### src/verilog/icache_consts.svh
`ifndef ICACHE_CONSTS_SVH
`define ICACHE_CONSTS_SVH

// byte offset within a 32-byte line.
`define ICACHE_OFFSET_W 5

// set index, eight sets.
`define ICACHE_INDEX_W 3

// 32 - offset - index.
`define ICACHE_TAG_W 24

`define ICACHE_WAYS 4

`define ICACHE_SETS 8

// one full line as returned by memory.
`define ICACHE_LINE_W 256

`endif

### src/verilog/icache_pkg.sv
`default_nettype none

`include "icache_consts.svh"

package icache_pkg;

  typedef logic [31:0] addr_t;
  typedef logic [31:0] word_t;
  typedef logic [`ICACHE_LINE_W-1:0] line_t;
  typedef logic [`ICACHE_TAG_W-1:0] tag_t;
  typedef logic [`ICACHE_INDEX_W-1:0] index_t;
  typedef logic [`ICACHE_WAYS-1:0] way_t;    // one-hot.

  // bit 0 is the root, bit 1 covers ways 0/1, bit 2 covers ways 2/3.
  typedef logic [2:0] plru_t;

  typedef struct packed {
    addr_t addr;
  } fetch_req_t;

  // lookup result handed to stage 2.
  typedef struct packed {
    addr_t addr;
    logic  hit;
    line_t line;
  } stage_t;

  typedef enum logic [1:0] {
    ST_LOOKUP,
    ST_REFILL,
    ST_REPLAY
  } ctrl_state_t;

endpackage

`default_nettype wire

### src/verilog/icache_stage_reg.sv
`timescale 1ns/1ns
`default_nettype none

`include "icache_consts.svh"

module icache_stage_reg
  import icache_pkg::*;
(
  input  logic   clk,
  input  logic   rst,
  input  logic   stage_load,
  input  stage_t in,
  output logic   stage_busy,
  output logic   resp_valid,
  input  logic   resp_ready,
  output word_t  resp_data
);

  stage_t held;
  logic   valid_q;
  logic [`ICACHE_OFFSET_W-3:0] word_sel;

  // a new load overrides the drain in the same cycle.
  always_ff @(posedge clk) begin
    if (rst) begin
      valid_q <= 1'b0;
    end else if (stage_load) begin
      valid_q <= 1'b1;
    end else if (resp_ready) begin
      valid_q <= 1'b0;
    end
  end

  always_ff @(posedge clk) begin
    if (stage_load) begin
      held <= in;
    end
  end

  assign resp_valid = valid_q;
  assign stage_busy = valid_q && !resp_ready;  // full and not draining.

  // word within the line, byte bits dropped.
  assign word_sel  = held.addr[`ICACHE_OFFSET_W-1:2];
  assign resp_data = held.line[32*word_sel +: 32];

endmodule

`default_nettype wire

### config.mk
export PLATFORM = sky130hd
export DESIGN_NAME = icache_stage_reg
export DESIGN_NICKNAME = d
export VERILOG_FILES = /design/src/verilog/icache_pkg.sv /design/src/verilog/icache_stage_reg.sv
export VERILOG_INCLUDE_DIRS = /design/src /design/src/verilog
export SDC_FILE = /design/constraint.sdc
export NUM_CORES = 1
export LEC_CHECK = 0
export BUFFER_PORTS_ARGS = -buffer_cell sky130_fd_sc_hd__buf_2
export CORE_MARGIN = 2
export CORE_UTILIZATION = 54
export DETAILED_ROUTE_END_ITERATION = 10
export PLACE_DENSITY = 0.95
export SYNTH_ARGS = -nofsm -noshare
export SYNTH_HDL_FRONTEND = slang
export SYNTH_SLANG_ARGS = --single-unit
export TNS_END_PERCENT = 30
### constraint.sdc
create_clock -name clk -period 3.65 [get_ports clk]
set_input_delay 0.73 -clock clk [delete_from_list [all_inputs] [get_ports clk]]
set_output_delay 0.73 -clock clk [all_outputs]
set_load 0.005 [all_outputs]
# == Word-level counts from Yosys, hierarchy flattened ==
# Index checks and enable logic that the tools add are counted.
# op_classes
shift,1
reduce_logical,3
n_mux,2
# op_table
op,n
256-bit by 9-bit variable part select with 32-bit output,1
1-bit two-way mux,2
2-bit nonzero test,1
1-bit logical AND,1
1-bit logical NOT,1
# word_totals
out_inout_bits,34
word_cells,9
register_bits,262
in_bits,293

# == Depth between registers and ports, before layout ==
# depth
depth_word,2
ltp_mapped,4

# == Least setup slack after synthesis ==
# Ideal clock, no wire load.
# synth_path
path_kind,register to output
start,register held[259] (netlist name)
end,output resp_data[10]
t_required_ns,2.920
n_path_buf,2
setup_slack_ns,1.480
path_stages_with_launch,5
arrival_time_ns,1.440
path_cell_list,edfxtp_1 > buf_6 > buf_6 > mux4_1 > mux2_2
# synth_via
elab_chain_cells,1
# synth_rtl
element,line,text
"start, declared",icache_stage_reg.sv:19,stage_t held;
"start signal, assigned",icache_stage_reg.sv:36,held <= in;
256-bit by 9-bit variable part select with 32-bit output,icache_stage_reg.sv:45,assign resp_data = held.line[32*word_sel +: 32];
"end, declared",icache_stage_reg.sv:16,output word_t resp_data
# Every way passes these cells.

# == Worst setup path after layout ==
# layout_path
start,register held[259] (netlist name)
end,output resp_data[28]
# Same word-level chain as after synthesis.

==> summary.txt <==
Logic synthesis
  – Post-synthesis mux area share: 19.73%
  – Main combinational cell family by area after synthesis: multiplexers
  – Synthesized netlist cell count: 376
  – Yosys warns: 0
  – Post-Synth XOR/XNOR Area: 0%
  – Distinct cells, synth: 11
  – Compound-gate portion of the synthesized area: 0.1012%
  – Synth Area per Inst: 26.31 um^2
  – Seq/Total Area, Yosys: 78.82%
  – Post-synth net total: 669
  – Post-Synth Simple-Gate Area: 0.06324%
  – Mapped Area: 9893 um^2
  – Synthesized flop and latch total: 260
  – Post-synthesis adder-cell area fraction: 0%

Cells and area
  – Nets@finish: 984
  – Area Growth Syn to Fin: 26.62%
  – Final Cell Area: 12530 um^2
  – Area of the multi-input gates: 1968 um^2
  – Final core occ: 69.74%
  – Post-route insts no fill: 939
  – Reg area: 7797 um^2
  – Layout cells sized above 1: 56.28%
  – Fill cells: 1075

Worst hold path
  – Hold/Removal Path Class: input pin to flip-flop

Floorplanning
  – Core area: 17960 um^2
  – Starting Density: 55.07%
  – Chip height: 139.4 um
  – IO Count: 327
  – DIE AREA: 19420 um^2
  – Chip Width: 139.4 um
  – Row count: 49

Timing
  – Max Clk Rate: 0.3024 GHz
  – Setup TNS: 0 ns
  – Crit path time final: 3.307 ns
  – Worst Max-Slew Pin Slew: 0.7534 ns
  – Final WS setup: 0.3428 ns
  – Skew final: 0 ns
  – Final hold vios: 0
  – Hold slack: 0.3854 ns
  – Final Max Slew Viols: 0
  – Final worst path period share: 90.61%
  – Worst slew margin: 49.77%
  – Unrepaired setup endpoints after global routing: no
  – Final setup viols: 0

Route
  – Routed Antenna Nets: 0
  – DRC Markers: 0
  – Iteration-0 DRC Markers: 269
  – Via density: 5.522
  – WL final: 21040 um
  – Drt pass-1 iters: 6
  – Via count of the routed design: 5185
  – Wirelength per Cell: 22.41 um

CTS
  – Clk Latency, worst-skew pair: 0.51 ns
  – Clock sink count: 260
  – TritonCTS clock tree: built
  – Bufs on Longest Clock Path: 3
  – Level count of the clock H-tree: 1
  – CTS clk-pin slew, worst paths: 0.06 ns
  – Root Buffer: clkbuf_16
  – CTS Hold Buffers Added: 0
  – Post-CTS setup buffer count: 0
  – CTS Buf Count: 26
  – Post-CTS resize count: 0

Setup path
  – Critical path peak fanout: 23
  – CP Data Arrival Time: 2.58 ns
  – CP startpoint kind: flip-flop
  – Critical Path End Type: output pin
  – WS Path Type: flip-flop to output pin
  – WP data required: 2.92 ns

Placement
  – Area of placed instances: 11660 um^2
  – HPWL after detailed placement: 14660 um
  – Count of buffers from port buffering: 296
  – GP Congestion: 0.7858
  – Dpl ws: 0.8583 ns
  – Placed Cells: 892

Global routing
  – Vias in the first global route: 5671
  – Initial antenna violation count: 1
  – Pin count of the biggest net entering global routing: 102
  – First-pass GRT wire length: 31590 um
  – Overflow after GRT: 0
  – GRT Util Overall: 21.52%

Run
  – Max-cap violations: 0

Power
  – Pwr Total: 6.931 mW
  – PwrDens: 553.3 nW/um^2
  – Leakage power: 4.903 nW
  – Worst VDD drop: 427.7 uV

Run status
  – Status: complete, no violations
[sequential cells by signal, indices dropped and copies added (netlist names)]
name and count:
held 259, resp_valid 1
[cells by family (layout without fill, tap and decap cells)]
kind of cell,Yosys count,after routing
compound gates,1,1
buf+inv,18,351
other cells,0,1
simple gates,1,1
flops,260,260
mux,96,96
[layout make-up]
class	instances	area share, %
Sequential cell	260	62.25
Clock inverter	13	1.318
Multi-Input combinational cell	98	15.71
Tap cell	229	2.287
Timing Repair Buffer	305	12.84
Antenna cell	1	0.01998
Clock buffer	33	5.573
[synth_stat cells]
master	count	area share [%]
buf_1	2	0.076
buf_2	6	0.30
buf_6	7	0.80
clkbuf_1	3	0.11
dfxtp_1	1	0.20
edfxtp_1	259	79
mux2_2	32	3.6
mux4_1	40	11
mux4_2	24	5.5
nor2b_1	1	0.063
o21ba_2	1	0.10
[layout by cell type, fill, tap and decap left out]
| cell | count |
|---|---|
| buf_2 | 295 |
| edfxtp_1 | 259 |
| clkbuf_1 | 6 |
| bufinv_16 | 4 |
| buf_4 | 5 |
| mux2_2 | 32 |
| nor2b_1 | 1 |
| clkinv_1 | 3 |
| diode_2 | 1 |
| dfxtp_1 | 1 |
| inv_6 | 1 |
| mux4_2 | 24 |
| buf_8 | 1 |
| clkinv_2 | 5 |
| mux4_1 | 40 |
| clkbuf_16 | 27 |
| buf_12 | 4 |
| o21ba_2 | 1 |
[routing by layer]
metal | wire [um] | GRT usage (%)
met2 | 11380 | 38.57
met5 | 0 | 0
met1 | 7556 | 26.03
met3 | 1535 | 4.990
met4 | 573 | 6.858
[power breakdown]
group / switching (mW) / internal (mW) / total [mW]
Combinational: 0.263 / 0.372 / 0.634
Clock: 1.05 / 1.63 / 2.68
Sequential: 0.0679 / 3.55 / 3.62
[path summary, 6_finish.rpt]
check	slack [ns]	cells after the start	to	startpoint
max	0.34	4	resp_data[28]	held[259]
min	0.39	1	held[181]	in[181]
max reg2reg	2.91	2	resp_valid	resp_valid
min reg2reg	0.67	2	resp_valid	resp_valid
[worst max-delay path: stages (launching register included)]
cell	delay (ns)
edfxtp_1	0.56
buf_4	0.45
mux4_1	0.62
mux2_2	0.28
buf_2	0.14
No activity file was read; power rests on OpenSTA's default activity.
