**src/verilog/icache_consts.svh**
```systemverilog
`ifndef ICACHE_CONSTS_SVH
`define ICACHE_CONSTS_SVH

// byte offset within a 32-byte line.
`define ICACHE_OFFSET_W 5

// set index, eight sets.
`define ICACHE_INDEX_W 3

// 32 - offset - index.
`define ICACHE_TAG_W 24

`define ICACHE_WAYS 4

`define ICACHE_SETS 8

// one full line as returned by memory.
`define ICACHE_LINE_W 256

`endif

```
**src/verilog/icache_pkg.sv**
```systemverilog
`default_nettype none

`include "icache_consts.svh"

package icache_pkg;

  typedef logic [31:0] addr_t;
  typedef logic [31:0] word_t;
  typedef logic [`ICACHE_LINE_W-1:0] line_t;
  typedef logic [`ICACHE_TAG_W-1:0] tag_t;
  typedef logic [`ICACHE_INDEX_W-1:0] index_t;
  typedef logic [`ICACHE_WAYS-1:0] way_t;    // one-hot.

  // bit 0 is the root, bit 1 covers ways 0/1, bit 2 covers ways 2/3.
  typedef logic [2:0] plru_t;

  typedef struct packed {
    addr_t addr;
  } fetch_req_t;

  // lookup result handed to stage 2.
  typedef struct packed {
    addr_t addr;
    logic  hit;
    line_t line;
  } stage_t;

  typedef enum logic [1:0] {
    ST_LOOKUP,
    ST_REFILL,
    ST_REPLAY
  } ctrl_state_t;

endpackage

`default_nettype wire

```
**src/verilog/icache_control.sv**
```systemverilog
`timescale 1ns/1ns
`default_nettype none

module icache_control
  import icache_pkg::*;
(
  input  logic clk,
  input  logic rst,
  input  logic req_valid,
  output logic req_ready,
  input  logic lookup_hit,
  input  logic stage_busy,
  input  logic mem_resp,
  output logic mem_read,
  output logic refill_load,
  output logic plru_load,
  output logic stage_load,
  output logic replay_sel
);

  ctrl_state_t state;
  ctrl_state_t state_next;

  always_ff @(posedge clk) begin
    if (rst) begin
      state <= ST_LOOKUP;
    end else begin
      state <= state_next;
    end
  end

  always_comb begin
    state_next  = state;
    req_ready   = 1'b0;
    mem_read    = 1'b0;
    refill_load = 1'b0;
    plru_load   = 1'b0;
    stage_load  = 1'b0;
    replay_sel  = 1'b0;
    unique case (state)
      ST_LOOKUP: begin
        req_ready = !stage_busy;
        if (req_valid && !stage_busy) begin
          if (lookup_hit) begin
            stage_load = 1'b1;
            plru_load  = 1'b1;
          end else begin
            // miss entry is dropped, replayed later.
            state_next = ST_REFILL;
          end
        end
      end
      ST_REFILL: begin
        replay_sel = 1'b1;      // index the held miss address.
        mem_read   = 1'b1;
        if (mem_resp) begin
          refill_load = 1'b1;
          state_next  = ST_REPLAY;
        end
      end
      ST_REPLAY: begin
        replay_sel = 1'b1;
        // previous word may still be waiting on the consumer
        if (!stage_busy) begin
          stage_load = 1'b1;
          plru_load  = 1'b1;
          state_next = ST_LOOKUP;
        end
      end
      default: begin
        state_next = ST_LOOKUP;
      end
    endcase
  end

endmodule

`default_nettype wire

```
**config.mk**
```make
export PLATFORM = sky130hd
export DESIGN_NAME = icache_control
export DESIGN_NICKNAME = d
export VERILOG_FILES = /design/src/verilog/icache_pkg.sv /design/src/verilog/icache_control.sv
export VERILOG_INCLUDE_DIRS = /design/src /design/src/verilog
export SDC_FILE = /design/constraint.sdc
export NUM_CORES = 1
export LEC_CHECK = 0
export ABC_AREA = 1
export BUFFER_PORTS_ARGS = -buffer_cell sky130_fd_sc_hd__buf_2
export CORE_AREA = 2 2 39 41
export DETAILED_ROUTE_END_ITERATION = 16
export DIE_AREA = 0 0 41 43
export PLACE_DENSITY = 0.34
export SLEW_MARGIN = 20
export SYNTH_ARGS = -nofsm -noshare
export SYNTH_HDL_FRONTEND = slang
export SYNTH_SLANG_ARGS = --single-unit
```
**constraint.sdc**
```tcl
create_clock -name clk -period 1.6 [get_ports clk]
set_input_delay 0.32 -clock clk [delete_from_list [all_inputs] [get_ports clk]]
set_output_delay 0.32 -clock clk [all_outputs]
set_load 0.005 [all_outputs]
```
* After elaboration in Yosys (flattened, before gate mapping)
Cells that the tools add are included.
** Cells by class
- $add $sub $neg :: 0
- Multipliers :: 0
- Div/mod/pow operators :: 0
- $lt $le $gt $ge :: 0
- Eq/ne operators :: 6
- Shift operators :: 0
- Muxes and demuxes :: 14
- Bitwise gates (word level) :: 0
- Reductions and logical operators :: 5
** Operators by type and width (number)
- two-way mux 1 bit :: 8
- two-way mux 2 bit :: 4
- != test 2 bit, second input constant :: 4
- case mux 2 bit (3 select lines) :: 1
- AND reduction 4 bit :: 1
- == test 2 x 1 -> 1 bit, second input constant :: 1
- == test 2 bit, second input constant :: 1
- logical NOT 2 bit :: 1
- case mux 1 bit (2 select lines) :: 1
- OR reduction 2 bit :: 1
- logical AND 1 bit :: 1
- logical NOT 1 bit :: 1
** Word-level totals
- Register bits :: 2
- Latch bits :: 0
- RAM bits :: 0
- ROM bits :: 0
- Input bits :: 6
- Output and inout bits :: 6
- Word-level logic and storage cells :: 26
- Memories :: 0

* Depth between registers and ports, before layout
Gate-level depths: netlist of run 1.
- Word-level depth :: 4
- Mapped depth :: 9
- Mapped depth without buffers :: 9

* Worst setup path before layout of run 1
Ideal clock, no wire load.
- Kind :: register to output
- Start point :: register state[0]
- End point :: output stage_load
- Arrival time :: 1.067 ns
- Required time :: 1.280 ns
- Slack :: 0.213 ns
- Cell stages (with the launch flop) :: 6
- Path buffers :: 1
- Path through :: dfxtp_1 inv_1 ha_1 nand2_1 o21ai_0 buf_4
** On the way
- Longest elaborated chain between the ends :: 2
- Elaborated cells between the ends (all ways) :: 3
- Those cells by class :: eq/ne (1); mux (1); reduce/logical (1)
** Ends and longest elaborated chain
- start: declaration :: RTL line icache_control.sv:21 : ctrl_state_t state;
- start signal: assignment :: RTL line icache_control.sv:28 : state <= state_next;
- == test 2 bit / logical NOT 2 bit (equally long branches)
- case mux 1 bit (2 select lines) *
- end: declaration :: RTL line icache_control.sv:17 : output logic stage_load,
Mark *: on every way between the ends. The rest lies on a longest branch, timed or not.

* Worst setup path in the final report of run 1
- Start point :: register state[1]
- End point :: output stage_load
** On the way
- Longest elaborated chain between the ends :: 2
- Elaborated cells between the ends (all ways) :: 3
- Those cells by class :: eq/ne (1); mux (1); reduce/logical (1)
** Ends and longest elaborated chain
- == test 2 bit / logical NOT 2 bit (equally long branches) :: RTL line icache_control.sv:40 : unique case (state)
- case mux 1 bit (2 select lines) * :: RTL line icache_control.sv:40
Marks and branches as above.

==> results of run 1 <==
-- synth_stat cells (all sizes together) --
cell / number
a21oi: 1
nor2: 3
nand3: 2
buf: 1
o21ai: 1
ha: 4
nand2: 11
inv: 8
dfxtp: 2
-- routing by layer --
metal	share of wire [%]	vias to the layer above	GRT usage, %
met5	0	-	0
met4	0	0	6.00
met3	5.5	0	3.14
met2	58	4	9.38
met1	36	97	7.03
li1	-	121	-
-- timing repair --
action | CTS | global route
pin swaps | 0 | 0
hold buffers | 0 | 0
resized for setup | 2 | 3
buffers inserted | 0 | 0
hold endpoints to repair | 0 | 0
endpoints found under the setup margin | 2 | 2
-- power groups by stage --
stage | Clock [mW] | Combinational, mW | Sequential, mW
CTS | 0.120 | 0.0840 | 0.0572
global route | 0.131 | 0.103 | 0.0580
detailed placement | 0 | 0.0819 | 0.0578
global placement | 0 | 0.0825 | 0.0580
floorplan | 0 | 0.0541 | 0.0572
finish | 0.111 | 0.0875 | 0.0577
-- critical path, stage by stage, from the launching register on --
cell	delay [ns]
dfxtp_1	0.31
inv_1	0.13
ha_4	0.16
nand2_1	0.08
o21ai_2	0.14
buf_2	0.12
-- cells by family (layout without fill, tap and decap cells) --
kind of cell,Yosys count,in the layout,share of synthesized area [%]
compound gates,2,2,6.36
fa+ha+maj,4,4,23.1
buf+inv,9,22,17.3
flops,2,2,18.5
simple gates,16,16,34.7
-- final timing paths --
kind | to | depth (start not counted)
max | stage_load | 5
min | state[1] | 2
max reg2reg | state[0] | 8
min reg2reg | state[1] | 2
-- metrics by stage --
stage	hold slack, ns	util, %
final	0.272	23.3
after global routing	0.263	23.3
after CTS	0.266	22.3
after detailed placement	0.491	20.5
after global placement	0.494	20.5
after floorplan	0.382	-
-- layout make-up --
| type | count | area [um^2] |
|---|---|---|
| clock buffers | 3 | 22.5 |
| well taps | 16 | 20.0 |
| inverters | 8 | 30.0 |
| fillers | 163 | 1060 |
| flip-flops and latches | 2 | 40.0 |
| repair buffers | 11 | 55.1 |
| multi-input cells | 22 | 155 |
==> flow_metrics.tcl, run 1 <==
set metrics [dict create \
    drc 0 \
    floorplan.initialDensity_pct 15.6 \
    core-area_um2 1380 \
    rsz0062_at_grt "false" \
    syn_inst 33 \
    drive_gt1_share_pct 52.2 \
    syn_nets 43 \
    drv_slew 0 \
    nets 58 \
    fin_tns_setup_ns 0 \
    die_width_um 41 \
    seq_power_share_pct 22.5 \
    maxCapViolations 0 \
    vias 222 \
    avgSynthCellArea_um2 6.56 \
    final-instance-count-excl-fill 62 \
    finalClockSkew_ns 0.000145 \
    reg2reg_setup_slack_ns 0.41 \
    pin_count 12 \
    vias_per_cell 3.58 \
    yosys.area.top_type "ha_1" \
    drt_pass1_iterations 2 \
    r2r-start "state[1]" \
    pre_cts_ws_ns 0.211 \
    areaGrowthSynthToFinish_pct 49.1 \
    final_common_cell "buf_2" \
    wl_per_cell_um 6.73 \
    max_freq_ghz 0.678 \
    synth_cell_types 13 \
    synth_top_area_share_pct 23.1 \
    overflow 0 \
    cts_root_buffer "clkbuf_4" \
    crit_arrival_ns 1.15 \
    grt_max_degree 5 \
    grt_pass1_vias 214 \
    cts_sinks 2 \
    timing.final.ws_setup_ns 0.126 \
    fp.dieArea_um2 1760 \
    htree_levels 1 \
    row_count 14 \
    layout_top_registers "state (2)" \
    cp-end-kind "output pin" \
    internal_power_mw 0.177 \
    leakage_nw 0.187 \
    start_kind "register" \
    synthesis.area_um2 216 \
    cts_tree "done" \
    switchingPower_mw 0.0794 \
    finalCriticalPeriod_ns 1.47 \
    report.final.hold_viol_count 0 \
    hold_class "input pin to register" \
    yosysWarnings 0 \
    antenna_found_initial 0 \
    status "finished, final reports clean" \
    synthTopCellsByArea "ha_1, dfxtp_1, nand2_1, inv_1, nand2_2" \
    initialDrtViolationCount 1 \
    die_h_um 43 \
    postPlaceCellArea_um2 284 \
    path_clk_slew_ns 0.03 \
    holdCritStartpoint "rst" \
    ys_ff_latch 2 \
    portBuffers 11 \
    powerDensity_nw_per_um2 794 \
    dp_hpwl_um 361 \
    place_inst 59 \
    period_share_pct 92.1 \
    cts_buffers 3 \
    tightestPinTransition_ns 0.135 \
    setup.worst_path.start "state[1]" \
    largest_register_ff_count 2 \
    cts_max_path_buffers 2 \
    critPathMaxFanout 3 \
    top_register "state" \
    swShare_pct 31.0 \
    peakVddDrop_mv 0.277 \
    comb_power_share_pct 34.1 \
    grt_pass1_wl_um 759 \
    clk_latency_ns 0.22 \
    clock_power_share_pct 43.3 \
    design_area_um2 323 \
    finalSetupViolations 0 \
    ant_nets 0 \
    required_ns 1.28 \
    final_cell_mix "buf_2, nand2_1, inv_1" \
    total_power_mw 0.256 \
    max_slew_margin_pct 91.0 \
    place_congestion 0.694 \
    antenna_cells 0 \
    crit_type "register to output pin" \
    yosysSeqAreaShare_pct 18.5 \
    track_usage_pct 6.71 \
    drt_wl_total_um 417 \
]
Note: power is estimated with default switching activity, not from simulation.
==> run 2: changes to the inputs <==
==> constraint.sdc (replaced) <==
create_clock -name clk -period 1.5 [get_ports clk]
set_input_delay 0.3 -clock clk [delete_from_list [all_inputs] [get_ports clk]]
set_output_delay 0.3 -clock clk [all_outputs]
set_load 0.005 [all_outputs]
==> run 2 against run 1 <==
Compared with the run above: core utilization unchanged; global-route usage fell by 0.81 points; setup slack got worse by 0.044 ns; final area unchanged; register-to-register slack lost 0.09 ns; via count rose by 3.2%; clock-buffer cell count unchanged; critical path depth unchanged; worst hold slack lost 0.013 ns; routed wire length grew 11%; largest cell class unchanged.
==> flow_metrics.tcl, run 2 (same netlist as run 1, synthesis figures left out) <==
set metrics [dict create \
    status "finished, final reports clean" \
    critical_path.top_delay_family "flip-flops" \
    drc 0 \
    nets 58 \
    clk_latency_ns 0.23 \
    total_power_mw 0.276 \
    cts_setup_buffers 0 \
    cts_root_buffer "clkbuf_4" \
    vias_per_cell 3.69 \
    finalCriticalPeriod_ns 1.42 \
    drt_wl_total_um 464 \
    finalClockSkew_ns 0.00439 \
    grt_pass1_wl_um 648 \
    nFillCells 170 \
    r2r-start "state[0]" \
    crit_type "register to output pin" \
    drt_pass1_iterations 1 \
    critPathMaxFanout 4 \
    cp_cell_sequence "inv_2 -> ha_1 -> nand2_1 -> o21ai_2 -> buf_2" \
    track_usage_pct 5.91 \
    powerDensity_nw_per_um2 854 \
    antenna_cells 0 \
    final_common_cell "buf_2" \
    cp_num_buf_inv 2 \
    place_congestion 0.704 \
    rsz0062_at_grt "false" \
    drv_slew 0 \
    report.final.hold_viol_count 0 \
    floorplan.initialDensity_pct 15.6 \
    cts_max_path_buffers 2 \
    core-area_um2 1380 \
    fin_tns_setup_ns 0 \
    top_register "state" \
    final_cell_mix "buf_2, nand2_1, inv_2, inv_1" \
    wl_per_cell_um 7.48 \
    vias 229 \
    min_path_cells 2 \
    crit_arrival_ns 1.12 \
    drive_gt1_share_pct 54.3 \
    reg2reg_setup_slack_ns 0.32 \
    start_kind "register" \
    pin_count 12 \
    register_area_um2 40.0 \
    hold_class "input pin to register" \
    cpMaxStageDelayCell "dfxtp_1" \
    portBuffers 11 \
    leakage_nw 0.187 \
    antenna_found_initial 0 \
    largest_register_ff_count 2 \
    cts_tree "done" \
    overflow 0 \
    holdPathEnd "state[1]" \
    max_freq_ghz 0.705 \
    finalSetupViolations 0 \
    period_share_pct 94.5 \
    holdCritStartpoint "rst" \
    r2r_end "state[0]" \
    path_clk_slew_ns 0.03 \
    cts_buffers 3 \
    areaGrowthSynthToFinish_pct 49.1 \
    row_count 14 \
    cp-end-kind "output pin" \
    ant_nets 0 \
    die_width_um 41 \
    grt_pass1_vias 212 \
    tightestPinTransition_ns 0.125 \
    fp.dieArea_um2 1760 \
    layout_top_registers "state (2)" \
    required_ns 1.20 \
    max_slew_margin_pct 91.6 \
    grt_max_degree 5 \
    die_h_um 43 \
    initialDrtViolationCount 0 \
    maxCapViolations 0 \
    cts_sinks 2 \
    max_stage_delay_ns 0.34 \
    multi_input_area_um2 155 \
    worst-r2r-cell-count 8 \
    peakVddDrop_mv 0.331 \
    dp_hpwl_um 380 \
    htree_levels 1 \
]
==> run 2: changes by cell type in the layout (fill, tap and decap cells not counted) <==
cell	change
inv_1	-1
inv_2	+1
==> run 2: metrics by stage <==
step | hold slack, ns | instances | area, um^2 | utilization, % | setup WS, ns
2_1_floorplan | 0.362 | 33 | 216 | - | 0.133
6_report | 0.259 | 62 | 323 | 23.3 | 0.0823
4_1_cts | 0.245 | 62 | 309 | 22.3 | 0.00945
3_5_place_dp | 0.485 | 59 | 284 | 20.5 | 0.149
5_1_grt | 0.248 | 62 | 323 | 23.3 | 0.0136
3_3_place_gp | 0.479 | 59 | 284 | 20.5 | 0.168
==> run 2: how the worst max path moves through the flow <==
stage / startpoint / to / slack [ns] / cells after the start
4_1_cts: state[0] / plru_load / 0.009 / 5
5_1_grt: state[0] / stage_load / 0.01 / 5
6_report: state[0] / plru_load / 0.08 / 5
3_5_place_dp: state[0] / plru_load / 0.15 / 5
2_1_floorplan: state[0] / stage_load / 0.13 / 5
3_3_place_gp: state[0] / plru_load / 0.17 / 5
==> run 2: layout make-up <==
cell class	count	area share, %
flip-flops and latches	2	12.4
repair buffers	11	17.1
multi-input cells	22	48.1
well taps	16	6.20
inverters	8	9.30
clock buffers	3	6.98
==> run 2: worst register-to-register path, cell delays in order, from the launching register on <==
cell and delay (ns):
dfxtp_1 0.34, inv_2 0.07, ha_1 0.22, nand2_1 0.06, nand2_1 0.06, inv_2 0.06, nand3_2 0.08, nor2_1 0.13
nor2_2 0.05
==> run 2: repair_timing <==
item / CTS / global route
hold buffers: 0 / 0
setup endpoints to repair: 2 / 2
endpoints found under the hold margin: 0 / 0
gates resized for setup: 4 / 2
pin swaps: 0 / 1
==> run 2: report_power, final <==
group / internal [mW] / total (mW) / switching [mW]
combinational: 0.0423 / 0.0941 / 0.0518
sequential: 0.0583 / 0.0617 / 0.00333
clock: 0.0884 / 0.120 / 0.0315
total: 0.189 / 0.276 / 0.0866
==> run 2: layer usage <==
layer,vias up,wire length [um],GRT usage (%)
li1,123,-,-
met1,102,182,4.46
met2,4,258,9.38
met3,0,24,3.14
met4,0,0,6.00
met5,-,0,0
==> run 3: changes to the inputs <==
--- a/config.mk
+++ b/config.mk
@@ -7,7 +7,7 @@
 export NUM_CORES = 1
 export LEC_CHECK = 0
 export ABC_AREA = 1
-export BUFFER_PORTS_ARGS = -buffer_cell sky130_fd_sc_hd__buf_2
+export BUFFER_PORTS_ARGS = -buffer_cell sky130_fd_sc_hd__clkbuf_2
 export CORE_AREA = 2 2 39 41
 export DETAILED_ROUTE_END_ITERATION = 16
 export DIE_AREA = 0 0 41 43
==> run 3 against run 2 <==
Compared with the run above: clock power about the same; non-clock buffer count rose by 2; first-iteration DRC count up 3; routed wire length down 1.9%; setup slack gained 0.021 ns; core utilization up 1.1 points; cell count increased by 3.2%; register-to-register slack better by 0.02 ns; clock skew fell by 0.0021 ns; power rose by 0.93%; critical path type unchanged; critical endpoint is now stage_load.
==> flow_metrics.tcl, run 3 (same netlist as run 1, synthesis figures left out) <==
set metrics [dict create \
    row_count 14 \
    hold_class "input pin to register" \
    overflow 0 \
    die_h_um 43 \
    areaGrowthSynthToFinish_pct 56.1 \
    timing.final.ws_setup_ns 0.103 \
    report.final.hold_viol_count 0 \
    crit_arrival_ns 1.10 \
    required_ns 1.20 \
    grt_pass1_vias 218 \
    maxCapViolations 0 \
    tightestPinTransition_ns 0.125 \
    path_clk_slew_ns 0.03 \
    worst-r2r-cell-count 8 \
    final_cell_mix "clkbuf_2, nand2_1, inv_2, inv_1" \
    grt_pass1_wl_um 710 \
    die_width_um 41 \
    vias_per_cell 3.70 \
    cts_max_path_buffers 2 \
    cts_buffers 3 \
    ant_nets 0 \
    cp_cell_sequence "inv_2 -> ha_4 -> nand2_1 -> o21ai_2 -> buf_2" \
    track_usage_pct 6.61 \
    cpMaxStageDelayCell "dfxtp_1" \
    peakVddDrop_mv 0.349 \
    status "finished, final reports clean" \
    max_slew_margin_pct 91.6 \
    powerDensity_nw_per_um2 823 \
    pre_cts_ws_ns 0.0911 \
    max_freq_ghz 0.716 \
    largest_register_ff_count 2 \
    rsz0062_at_grt "false" \
    top_register "state" \
    r2r_end "state[0]" \
    critical_path.top_delay_family "flip-flops" \
    design_area_um2 338 \
    cp_num_buf_inv 2 \
    critPathMaxFanout 3 \
    final_common_cell "clkbuf_2" \
    postPlaceCellArea_um2 284 \
    finalCriticalPeriod_ns 1.40 \
    grt_max_degree 5 \
    max_stage_delay_ns 0.32 \
    setup.worst_path.start "state[1]" \
    min_path_cells 2 \
    cts_root_buffer "clkbuf_4" \
    endpoint "stage_load" \
    drv_slew 0 \
    dp_hpwl_um 384 \
    drc 0 \
    fin_tns_setup_ns 0 \
    drt_wl_total_um 455 \
    pin_count 12 \
    core-area_um2 1380 \
    r2r-start "state[1]" \
    nFillCells 166 \
    cts_sinks 2 \
    finalClockSkew_ns 0.00226 \
    floorplan.initialDensity_pct 15.6 \
    reg2reg_setup_slack_ns 0.34 \
    cts_tree "done" \
    cp-end-kind "output pin" \
    clk_latency_ns 0.22 \
    vias 237 \
    start_kind "register" \
    nets 60 \
    fp.dieArea_um2 1760 \
    portBuffers 11 \
    period_share_pct 93.1 \
    drt_pass1_iterations 4 \
    initialDrtViolationCount 3 \
    layout_top_registers "state (2)" \
    crit_type "register to output pin" \
    antenna_found_initial 0 \
    place_congestion 0.674 \
    path_depth 5 \
    wl_per_cell_um 7.11 \
    leakage_nw 0.194 \
    cts_hold_buf 0 \
    finalSetupViolations 0 \
    drive_gt1_share_pct 56.3 \
    htree_levels 1 \
    antenna_cells 0 \
]
-- run 3: changes by cell type in the layout (fill, tap and decap cells not counted) --
cell,change
buf_4,+2
clkbuf_2,+10
buf_2,-10
-- run 3: routing by layer --
| metal | share of wire (%) | vias to the layer above | wire [um] | GRT usage, % |
|---|---|---|---|---|
| met3 | 4.4 | 0 | 20 | 3.14 |
| li1 | - | 127 | - | - |
| met5 | 0 | - | 0 | 0 |
| met1 | 33 | 106 | 152 | 5.75 |
| met2 | 62 | 4 | 281 | 9.38 |
| met4 | 0 | 0 | 0 | 8.00 |
-- run 3: how the worst min path moves through the flow --
| stage | start | to | slack [ns] |
|---|---|---|---|
| 5_1_grt | rst | state[1] | 0.25 |
| 4_1_cts | rst | state[1] | 0.25 |
| 2_1_floorplan | rst | state[1] | 0.36 |
| 6_report | rst | state[1] | 0.26 |
| 3_5_place_dp | state[1] | state[1] | 0.48 |
| 3_3_place_gp | state[1] | state[1] | 0.48 |
-- run 3: worst reg2reg max path: stages, from the launching register on --
cell,delay [ns]
dfxtp_1,0.35
inv_2,0.07
ha_4,0.16
nand2_1,0.09
nand2_1,0.07
inv_2,0.06
nand3_2,0.07
nor2_1,0.13
nor2_2,0.05
-- run 3: cell type report --
type / instances / area, um^2 / area share [%]
Multi-Input combinational cell: 22 / 155 / 45.9
Inverter: 8 / 30.0 / 8.89
Clock buffer: 3 / 22.5 / 6.67
Timing Repair Buffer: 13 / 70.1 / 20.7
Sequential cell: 2 / 40.0 / 11.9
Tap cell: 16 / 20.0 / 5.93
-- run 3: timing repair --
| action | 4_1_cts | 5_1_grt |
|---|---|---|
| resized for setup | 6 | 1 |
| setup endpoints to repair | 2 | 2 |
| pin swaps | 1 | 1 |
| cloned | 0 | 0 |
| buffers inserted | 0 | 2 |
| hold endpoints to repair | 0 | 0 |
-- run 3: per-stage QoR --
step / power [mW] / hold WS [ns] / util, % / instances
after floorplan: 0.119 / 0.362 / - / 33
after global placement: 0.151 / 0.485 / 20.5 / 59
after detailed placement: 0.150 / 0.482 / 20.5 / 59
after CTS: 0.286 / 0.252 / 23.3 / 62
after global routing: 0.307 / 0.254 / 24.4 / 64
final: 0.278 / 0.261 / 24.4 / 64
-- run 3: report_power, final --
part | switching [mW] | internal (mW)
Sequential | 0.00327 | 0.0583
Clock | 0.0289 | 0.0881
Combinational | 0.0523 | 0.0473
